`src/verilog/brisc_pkg.sv`:
```
package brisc_pkg;

  // word and address geometry
  localparam int unsigned DATA_W = 32;
  localparam int unsigned ADDR_W = 16;
  localparam int unsigned SET_W = 4;
  localparam int unsigned NUM_LINES = 2 ** SET_W;
  localparam int unsigned TAG_W = ADDR_W - SET_W;
  localparam int unsigned BE_W = DATA_W / 8;

  // core side request, one word per transfer
  typedef struct packed {
    logic              write;
    logic [ADDR_W-1:0] addr;
    logic [DATA_W-1:0] wdata;
    logic [BE_W-1:0]   be;
  } core_req_t;

  typedef struct packed {
    logic [DATA_W-1:0] rdata;
    logic              hit;
  } core_rsp_t;

  // backing memory request, same layout as the core request
  typedef struct packed {
    logic              write;
    logic [ADDR_W-1:0] addr;
    logic [DATA_W-1:0] wdata;
    logic [BE_W-1:0]   be;
  } mem_req_t;

  typedef struct packed {
    logic [DATA_W-1:0] rdata;
  } mem_rsp_t;

  // set index sits in the low address bits
  function automatic logic [SET_W-1:0] addr_set(input logic [ADDR_W-1:0] addr);
    return addr[SET_W-1:0];
  endfunction

  // tag is everything above the set index
  function automatic logic [TAG_W-1:0] addr_tag(input logic [ADDR_W-1:0] addr);
    return addr[ADDR_W-1:SET_W];
  endfunction

endpackage

```
`src/verilog/cache.sv`:
```
`timescale 1ns/1ps

module cache (
  input  logic                         clk,
  input  logic                         arst_n,
  input  logic [brisc_pkg::ADDR_W-1:0] addr,
  input  logic                         write,
  input  logic                         fill,
  input  logic [brisc_pkg::BE_W-1:0]   be,
  input  logic [brisc_pkg::DATA_W-1:0] data_in,
  output logic                         hit,
  output logic [brisc_pkg::DATA_W-1:0] data_out
);
  import brisc_pkg::*;

  logic [SET_W-1:0] set;
  logic [TAG_W-1:0] tag;

  // per line enables and outputs
  logic              write_lines [NUM_LINES];
  logic              fill_lines  [NUM_LINES];
  logic              valid_lines [NUM_LINES];
  logic [TAG_W-1:0]  tag_lines   [NUM_LINES];
  logic [DATA_W-1:0] data_lines  [NUM_LINES];

  assign set = addr_set(addr);
  assign tag = addr_tag(addr);

  // only the addressed line sees the strobes
  always_comb begin
    for (int i = 0; i < NUM_LINES; i++) begin
      write_lines[i] = write && (set == SET_W'(i));
      fill_lines[i]  = fill && (set == SET_W'(i));
    end
  end

  genvar i;
  generate
    for (i = 0; i < NUM_LINES; i++) begin : g_line
      cache_line line_i (
        .clk       (clk),
        .arst_n    (arst_n),
        .write     (write_lines[i]),
        .fill      (fill_lines[i]),
        .be        (be),
        .tag_in    (tag),
        .data_in   (data_in),
        .valid_out (valid_lines[i]),
        .tag_out   (tag_lines[i]),
        .data_out  (data_lines[i])
      );
    end
  endgenerate

  // hit is a valid line holding the same tag
  assign hit      = valid_lines[set] && (tag_lines[set] == tag);
  assign data_out = data_lines[set];

endmodule

```
`src/verilog/cache_ctrl.sv`:
```
`timescale 1ns/1ps

module cache_ctrl (
  input  logic                         clk,
  input  logic                         arst_n,

  // core request channel
  input  logic                         core_req_valid,
  input  brisc_pkg::core_req_t         core_req,
  output logic                         core_req_ready,

  // core response channel
  output logic                         core_rsp_valid,
  output brisc_pkg::core_rsp_t         core_rsp,
  input  logic                         core_rsp_ready,

  // backing memory channels
  output logic                         mem_req_valid,
  output brisc_pkg::mem_req_t          mem_req,
  input  logic                         mem_req_ready,
  input  logic                         mem_rsp_valid,
  input  brisc_pkg::mem_rsp_t          mem_rsp,

  // lookup side
  output logic [brisc_pkg::ADDR_W-1:0] addr,
  output logic                         write,
  output logic                         fill,
  output logic [brisc_pkg::BE_W-1:0]   be,
  output logic [brisc_pkg::DATA_W-1:0] wdata,
  input  logic                         hit,
  input  logic [brisc_pkg::DATA_W-1:0] line_data
);
  import brisc_pkg::*;

  typedef enum logic [1:0] {
    st_idle,
    st_mem_issue,
    st_mem_wait,
    st_respond
  } state_t;

  state_t state_q;
  state_t state_d;

  // request held for the whole transaction
  core_req_t         req_q;
  logic              hit_q;
  logic [DATA_W-1:0] rsp_data_q;

  logic req_xfer;
  logic mem_req_xfer;
  logic rsp_xfer;

  // handshakes
  assign core_req_ready = (state_q == st_idle);
  assign mem_req_valid  = (state_q == st_mem_issue);
  assign core_rsp_valid = (state_q == st_respond);

  assign req_xfer     = core_req_valid && core_req_ready;
  assign mem_req_xfer = mem_req_valid && mem_req_ready;
  assign rsp_xfer     = core_rsp_valid && core_rsp_ready;

  // lookup follows the incoming request while idle, the held one after
  always_comb begin
    if (state_q == st_idle) begin
      addr = core_req.addr;
      be   = core_req.be;
    end else begin
      addr = req_q.addr;
      be   = req_q.be;
    end
  end

  // write hit updates the line on the acceptance edge
  assign write = req_xfer && core_req.write && hit;

  // fill on the edge the read data shows up
  assign fill  = (state_q == st_mem_wait) && mem_rsp_valid;
  assign wdata = fill ? mem_rsp.rdata : core_req.wdata;

  always_comb begin
    state_d = state_q;
    case (state_q)
      st_idle: begin
        if (req_xfer) begin
          if (!core_req.write && hit) begin
            state_d = st_respond;
          end else begin
            state_d = st_mem_issue;
          end
        end
      end
      st_mem_issue: begin
        if (mem_req_xfer) begin
          state_d = req_q.write ? st_respond : st_mem_wait;
        end
      end
      st_mem_wait: begin
        if (mem_rsp_valid) begin
          state_d = st_respond;
        end
      end
      st_respond: begin
        if (rsp_xfer) begin
          state_d = st_idle;
        end
      end
      default: state_d = st_idle;
    endcase
  end

  always_ff @(posedge clk or negedge arst_n) begin
    if (!arst_n) begin
      state_q <= st_idle;
    end else begin
      state_q <= state_d;
    end
  end

  // payload capture
  always_ff @(posedge clk) begin
    if (req_xfer) begin
      req_q      <= core_req;
      hit_q      <= hit;
      // old line data, also what a write returns
      rsp_data_q <= line_data;
    end else if (fill) begin
      rsp_data_q <= mem_rsp.rdata;
    end
  end

  assign mem_req = '{
    write: req_q.write,
    addr:  req_q.addr,
    wdata: req_q.wdata,
    be:    req_q.be
  };

  assign core_rsp = '{rdata: rsp_data_q, hit: hit_q};

  // held payloads under back-pressure
  a_core_rsp_stable : assert property (
    @(posedge clk) disable iff (!arst_n)
    core_rsp_valid && !core_rsp_ready |=> core_rsp_valid && $stable(core_rsp)
  );

  a_mem_req_stable : assert property (
    @(posedge clk) disable iff (!arst_n)
    mem_req_valid && !mem_req_ready |=> mem_req_valid && $stable(mem_req)
  );

  // only one read can be outstanding
  a_mem_rsp_in_wait : assert property (
    @(posedge clk) disable iff (!arst_n)
    mem_rsp_valid |-> state_q == st_mem_wait
  );

  // port stays closed until the response is taken
  a_one_request : assert property (
    @(posedge clk) disable iff (!arst_n)
    !core_req_ready && !rsp_xfer |=> !core_req_ready
  );

endmodule

```
`src/verilog/cache_line.sv`:
```
`timescale 1ns/1ps

module cache_line (
  input  logic                         clk,
  input  logic                         arst_n,
  input  logic                         write,
  input  logic                         fill,
  input  logic [brisc_pkg::BE_W-1:0]   be,
  input  logic [brisc_pkg::TAG_W-1:0]  tag_in,
  input  logic [brisc_pkg::DATA_W-1:0] data_in,
  output logic                         valid_out,
  output logic [brisc_pkg::TAG_W-1:0]  tag_out,
  output logic [brisc_pkg::DATA_W-1:0] data_out
);
  import brisc_pkg::*;

  logic              valid_q;
  logic [TAG_W-1:0]  tag_q;
  logic [DATA_W-1:0] data_q;

  // valid is the only control bit of a line
  always_ff @(posedge clk or negedge arst_n) begin
    if (!arst_n) begin
      valid_q <= 1'b0;
    end else if (fill) begin
      valid_q <= 1'b1;
    end
  end

  // fill takes the full word, write only the enabled bytes
  always_ff @(posedge clk) begin
    if (fill) begin
      tag_q <= tag_in;
    end
    for (int b = 0; b < BE_W; b++) begin
      if (fill || (write && be[b])) begin
        data_q[8*b +: 8] <= data_in[8*b +: 8];
      end
    end
  end

  assign valid_out = valid_q;
  assign tag_out   = tag_q;
  assign data_out  = data_q;

  // controller never fills and writes the same cycle
  a_no_write_and_fill : assert property (
    @(posedge clk) disable iff (!arst_n) !(write && fill)
  );

endmodule

```
`src/verilog/cache_subsys.sv`:
```
`timescale 1ns/1ps

module cache_subsys (
  input  logic                 clk,
  input  logic                 arst_n,

  input  logic                 core_req_valid,
  input  brisc_pkg::core_req_t core_req,
  output logic                 core_req_ready,

  output logic                 core_rsp_valid,
  output brisc_pkg::core_rsp_t core_rsp,
  input  logic                 core_rsp_ready,

  output logic                 mem_req_valid,
  output brisc_pkg::mem_req_t  mem_req,
  input  logic                 mem_req_ready,

  input  logic                 mem_rsp_valid,
  input  brisc_pkg::mem_rsp_t  mem_rsp
);
  import brisc_pkg::*;

  // controller to lookup
  logic [ADDR_W-1:0] addr;
  logic              write;
  logic              fill;
  logic [BE_W-1:0]   be;
  logic [DATA_W-1:0] wdata;

  // lookup results
  logic              hit;
  logic [DATA_W-1:0] line_data;

  cache_ctrl ctrl_i (
    .clk            (clk),
    .arst_n         (arst_n),
    .core_req_valid (core_req_valid),
    .core_req       (core_req),
    .core_req_ready (core_req_ready),
    .core_rsp_valid (core_rsp_valid),
    .core_rsp       (core_rsp),
    .core_rsp_ready (core_rsp_ready),
    .mem_req_valid  (mem_req_valid),
    .mem_req        (mem_req),
    .mem_req_ready  (mem_req_ready),
    .mem_rsp_valid  (mem_rsp_valid),
    .mem_rsp        (mem_rsp),
    .addr           (addr),
    .write          (write),
    .fill           (fill),
    .be             (be),
    .wdata          (wdata),
    .hit            (hit),
    .line_data      (line_data)
  );

  cache cache_i (
    .clk      (clk),
    .arst_n   (arst_n),
    .addr     (addr),
    .write    (write),
    .fill     (fill),
    .be       (be),
    .data_in  (wdata),
    .hit      (hit),
    .data_out (line_data)
  );

endmodule
```
`config.mk`:
```
export PLATFORM = sky130hd
export DESIGN_NAME = cache_subsys
export DESIGN_NICKNAME = d
export VERILOG_FILES = /design/src/verilog/brisc_pkg.sv /design/src/verilog/cache.sv /design/src/verilog/cache_ctrl.sv /design/src/verilog/cache_line.sv /design/src/verilog/cache_subsys.sv
export SDC_FILE = /design/constraint.sdc
export NUM_CORES = 1
export LEC_CHECK = 0
export BUFFER_PORTS_ARGS = -buffer_cell sky130_fd_sc_hd__buf_4
export CAP_MARGIN = 25
export CORE_UTILIZATION = 25
export CTS_CLUSTER_SIZE = 14
export DETAILED_ROUTE_END_ITERATION = 8
export HOLD_SLACK_MARGIN = 0.08
export PLACE_DENSITY = 0.35
export SLEW_MARGIN = 20
export SYNTH_ARGS = -nofsm -noshare
export SYNTH_HDL_FRONTEND = slang
export SYNTH_HIERARCHICAL = 1
export SYNTH_SLANG_ARGS = --single-unit
```
`constraint.sdc`:
```
create_clock -name clk -period 13.16 [get_ports clk]
set_input_delay 0.658 -clock clk [delete_from_list [all_inputs] [get_ports clk]]
set_output_delay 0.658 -clock clk [all_outputs]
set_load 0.01 [all_outputs]
```
Word-level counts from Yosys, hierarchy flattened
Index checks and enable logic that the tools add are counted.
{ "word_totals": {"regBits": 808} }
{ "op_classes": {"n_lt_le_gt_ge": 1, "eq_ne": 23, "n_mux": 21, "bitwise_logic": 1, "reduce_logical": 173} }
{ "op_table": {"columns": ["cell", "count"], "rows": [
  ["two-way mux 32 bit", 5],
  ["binary-select mux 32 bit (select 4 bit)", 1],
  ["logical AND 1 bit", 104],
  ["logical OR 1 bit", 64],
  ["binary-select mux 12 bit (select 4 bit)", 1],
  ["equality test 4 bit, second input constant", 8],
  ["two-way mux 12 bit", 2],
  ["equality test 4 x 3 -> 1 bit, second input constant", 4],
  ["two-way mux 16 bit", 1],
  ["equality test 12 bit", 1],
  ["two-way mux 2 bit", 5],
  ["equality test 4 x 2 -> 1 bit, second input constant", 2],
  ["inequality test 2 bit, second input constant", 4],
  ["one-hot mux 2 bit (4 select lines)", 1],
  [">= comparator 5 bit, second input constant", 1],
  ["inverter 4 -> 5 bit", 1],
  ["binary-select mux 1 bit (select 4 bit)", 1],
  ["equality test 2 bit, second input constant", 2],
  ["equality test 4 x 1 -> 1 bit, second input constant", 1],
  ["zero test 4 bit", 1],
  ["two-way mux 4 bit", 1],
  ["AND reduction 4 bit", 1],
  ["two-way mux 1 bit", 3],
  ["equality test 2 x 1 -> 1 bit, second input constant", 1],
  ["3 further kinds", 3]
]} }

Longest topological paths before layout
{ "depth": {"word_depth": 12, "mapped_depth": 18, "depth_no_buf": 13} }

By module
The synthesis kept the hierarchy.
{ "by_module_without_submodules": {"columns": ["mod", "instances", "cells_each", "area_each_um2", "seq_area_each_um2"], "rows": [
  ["cache_line", 16, 50, 1387.6, 1346.3],
  ["cache", 1, 419, 5901.9, 0.0],
  ["cache_ctrl", 1, 208, 3833.7, 2632.5]
]} }

Worst setup path after synthesis
Ideal clock, no wire load.
{ "synth_timing": {"path_type": "register to register", "start": "register ctrl_i.state_q[0]", "end": "register cache_i.g_line[15].line_i.data_q[16] (enable)", "setup_ns": 0.309, "arrival_time_ns": 4.188, "required_time_ns": 12.851, "path_slack_ns": 8.662, "stages_incl_launch_ff": 17, "period_less_slack_ns": 4.498, "cell_sequence": "dfrtp_1 inv_1 ha_1 buf_2 mux2_2 buf_6 buf_4 nor2_2 a22o_1 nor3_1 or4b_1 a2111o_1 nor4_2 and3_1 nand3_1 nor2_1 a21o_2"} }
{ "synth_rtl": {"columns": ["element", "line_no", "source"], "rows": [
  ["start, declared", "cache_ctrl.sv:42", "state_t state_q;"],
  ["start signal, assigned", "cache_ctrl.sv:114", "state_q <= st_idle;"],
  ["start signal, assigned", "cache_ctrl.sv:116", "state_q <= state_d;"],
  ["end signal, assigned by index", "cache_line.sv:37", "data_q[8*b +: 8] <= data_in[8*b +: 8];"],
  ["end, declared", "cache_line.sv:19", "logic [DATA_W-1:0] data_q;"]
]} }

==> results.cfg <==
[power]
pwr_cell_area_mw_per_mm2 = 201
p_leak_uw = 0.0127
power_frac_comb_pct = 24.9
total_switching_power_uw = 2280
vdd.ir_drop.worst_uv = 137
power_report.internal_total_uw = 5470
p_sw_share_pct = 29.4
power_frac_clock_pct = 34.6
share_seq_of_total_power_pct = 40.5

[setup_path]
timing.critical_path.arrival_ns = 7.07
crit_path_end_kind = flop
max_stage_delay_ns = 0.81
cpMaxStageDelayCell = sky130_fd_sc_hd__nor2_1
critical_path_type = reg2reg
cp_data_required_time_ns = 13.51
crit_chain = inv_1 > ha_2 > mux2_8 > buf_4 > nor2b_1 > a22o_1 > nor3_1 > or4b_1 > a2111o_1 > nor4_2 > and3_1 > nand3_1 > nor2_1 > a21o_2
crit_path_max_fanout = 54
timing.critical_path.from_type = flop

[run_status]
outcome = finished, final reports clean

[sta]
whs_ns = 0.169
max_freq_ghz = 0.149
finalCriticalPeriod_ns = 6.72
setup_repair_after_global_routing_missed_its_margin = no
finalWorstSetupSlack_ns = 6.44
final-setup-viol-count = 0
timing.final.hold_violations = 0
finalCritPeriodShare_pct = 51.1
tightestPinTransition_ns = 1.04
max-slew-margin-rel_pct = 30.8
totalNegativeSetupSlack_ns = 0
slew_violations = 0
worst_clock_skew_ns = 0.0242

[min_path]
timing.hold.worst.class = in2reg

[floorplan]
initial_core_util_pct = 25.3
die_footprint_sq_mm = 0.129
chip_width_um = 359
rows = 130
die_h_um = 359
io_pins = 180
design.core.area_sq_mm = 0.126

[finish]
layout.cells.most_common = sky130_fd_sc_hd__edfxtp_1
most-common-layout-cells = sky130_fd_sc_hd__edfxtp_1, sky130_fd_sc_hd__mux4_2, sky130_fd_sc_hd__buf_4
layout.area.seq_sq_mm = 0.0242
final_core_utilization_pct = 30.5
number_of_fillers_in_the_final_layout = 12200
fraction_of_final_layout_cells_with_drive_strength_greater_than_1_pct = 41.5
num-nets-final = 1757
final_cell_area_sq_mm = 0.0385
area_growth_pct = 20.6
multi_input_comb_area_sq_mm = 0.00755

[synthesis]
synthesis.area_sq_mm = 0.0319
synth_edf_count = 790
yosysUniqueCellTypes = 51
avgSynthCellArea_sq_um = 22.4
synth-async-reset-ratio_pct = 2.23
yosys_register_bits = 808
synthCells = 1427
leading_register_cell_type_out_of_synthesis = sky130_fd_sc_hd__edfxtp_1
synth.yosys.seq_area_share_pct = 75.7
ys_warn_count = 6
postSynthNetCount = 1524

[clocking]
clock_slew_at_the_register_clock_pins_of_the_worst_setup_and_hold_paths_ns = 0.05
clock_path_buffers = 3
ctsResizeCount = 0
cts-htree-levels = 3
cts_tree = built
clk-insertion-delay-late_ns = 0.68
clock_sinks = 808
cts-buffers-inserted = 99
clk_root_buffer_cell = sky130_fd_sc_hd__clkbuf_16

[global_route]
gr-total-overflow = 0
grt_use_total_pct = 14.4
grt_pass1_wl_um = 132000
grt_pass1_vias = 16500
pin_count_of_the_biggest_net_entering_global_routing = 128
antenna_found_initial = 6

[placement]
pre_cts_ws_ns = 6.29
gp_congestion = 0.747
detailedPlacementHpwl_um = 58300
io_buffers = 179
dpl_cell_area_sq_mm = 0.0353

[route]
wire_per_inst_um = 27.4
drt_iter0_markers = 1312
detail_route.vias_per_cell = 4.52
dr_total_vias = 15300
drt_wl_total_um = 93000
first_pass_iters = 6
drt_drc_violations_left = 0
postRouteAntennaNets = 0

[flow_run]
cap_viol_max_count = 0
stage by stage:
stage | cells | total power [uW]
after global routing | 3389 | 8100
final | 3390 | 7750
after global placement | 3207 | 5180
after CTS | 3388 | 7900
after detailed placement | 3207 | 5190
after floorplan | 1427 | 4390
power groups by stage:
stage | Combinational, uW | Sequential (uW) | Clock, uW
2_1_floorplan | 1190 | 3200 | 0
6_report | 1930 | 3140 | 2680
5_1_grt | 2090 | 3150 | 2850
3_5_place_dp | 2000 | 3190 | 0
4_1_cts | 2000 | 3140 | 2760
3_3_place_gp | 1990 | 3190 | 0
final cells by class:
class                      instances  area share (%)
clock inverter                    53            1.37
timing repair buffer             199            3.97
sequential                       808            62.7
clock buffer                     127            6.86
tap                             1650            5.36
multi-input combinational        544            19.6
antenna                            1         0.00650
inverter                           8          0.0844
registers in the layout (all words and copies together) (netlist names):
register                         count
cache_i/g_line.line_i/valid_out     16
ctrl_i/mem_req                      53
ctrl_i/hit_q                         1
ctrl_i/state_q                       2
ctrl_i/rsp_data_q                   32
cache_i/g_line.line_i/data_out     512
cache_i/g_line.line_i/tag_out      192
per-layer routing:
layer	share of wire [%]	vias to the layer above	track usage, %
li1	-	6488	-
met1	46	8245	20.1
met2	46	480	22.6
met3	5.9	120	3.22
met4	2.1	2	3.98
met5	0.014	-	0
final timing paths:
kind	slack, ns	cells past startpoint	endpoint	from
max	6.44	14	cache_i/g_line[15].line_i/data_out[27]	ctrl_i/state_q[1]
min	0.17	1	ctrl_i/mem_req[4]	core_req[4]
max reg2reg	6.44	14	cache_i/g_line[15].line_i/data_out[27]	ctrl_i/state_q[1]
min reg2reg	0.46	1	cache_i/g_line[8].line_i/valid_out	cache_i/g_line[8].line_i/valid_out
max in group asynchronous	12.51	2	cache_i/g_line[14].line_i/valid_out	arst_n
min in group asynchronous	0.42	2	cache_i/g_line[7].line_i/valid_out	arst_n
cell families after synthesis:
family / Yosys count / synth area share [%]
flops: 808 / 75.7
buf+inv: 75 / 1.09
simple gates: 106 / 1.67
compound gates: 99 / 2.64
xor+xnor: 14 / 0.384
fa+ha+maj: 6 / 0.235
mux: 319 / 18.3
synth_stat cells (2+ instances only):
| library cell | n | area share (%) |
|---|---|---|
| sky130_fd_sc_hd__edfxtp_1 | 790 | 74 |
| sky130_fd_sc_hd__mux4_2 | 203 | 14 |
| sky130_fd_sc_hd__mux2_2 | 89 | 3.1 |
| sky130_fd_sc_hd__a21o_2 | 64 | 1.8 |
| sky130_fd_sc_hd__nor2_1 | 39 | 0.46 |
| sky130_fd_sc_hd__mux2i_1 | 27 | 0.85 |
| sky130_fd_sc_hd__buf_2 | 22 | 0.34 |
| sky130_fd_sc_hd__buf_1 | 20 | 0.24 |
| sky130_fd_sc_hd__dfrtp_1 | 18 | 1.4 |
| sky130_fd_sc_hd__nand2_1 | 18 | 0.21 |
| sky130_fd_sc_hd__clkbuf_1 | 16 | 0.19 |
| sky130_fd_sc_hd__or2_1 | 16 | 0.31 |
| sky130_fd_sc_hd__buf_4 | 8 | 0.19 |
| sky130_fd_sc_hd__inv_1 | 8 | 0.094 |
| sky130_fd_sc_hd__nor2b_1 | 8 | 0.16 |
| sky130_fd_sc_hd__xnor2_1 | 7 | 0.19 |
| sky130_fd_sc_hd__xor2_1 | 7 | 0.19 |
| sky130_fd_sc_hd__ha_1 | 6 | 0.24 |
| sky130_fd_sc_hd__nor3_1 | 6 | 0.094 |
| sky130_fd_sc_hd__o21ai_0 | 6 | 0.094 |
| sky130_fd_sc_hd__nand2b_1 | 5 | 0.098 |
| sky130_fd_sc_hd__a211o_1 | 3 | 0.082 |
| sky130_fd_sc_hd__a22o_1 | 3 | 0.082 |
| sky130_fd_sc_hd__a22oi_1 | 3 | 0.071 |
| sky130_fd_sc_hd__nand3_1 | 3 | 0.047 |
| sky130_fd_sc_hd__o22ai_1 | 3 | 0.059 |
| sky130_fd_sc_hd__a211oi_1 | 2 | 0.047 |
| sky130_fd_sc_hd__a221oi_1 | 2 | 0.055 |
| sky130_fd_sc_hd__nand4_1 | 2 | 0.039 |
| sky130_fd_sc_hd__o211ai_1 | 2 | 0.047 |
critical path, delay by kind of cell (launching register included):
kind | cells | cell delay, ns
AOI/OAI and AO/OA | 3 | 1.08
adders and majority gates | 1 | 0.31
buffers and inverters | 2 | 0.89
DFF | 1 | 0.41
muxes | 1 | 0.66
and+or+nand+nor | 7 | 2.93
what timing repair did:
action / 4_1_cts / 5_1_grt
setup buffers: 0 / 0
hold buffers: 1 / 0
hold endpoints to repair: 18 / 0
(Power assumes the default switching activity.)
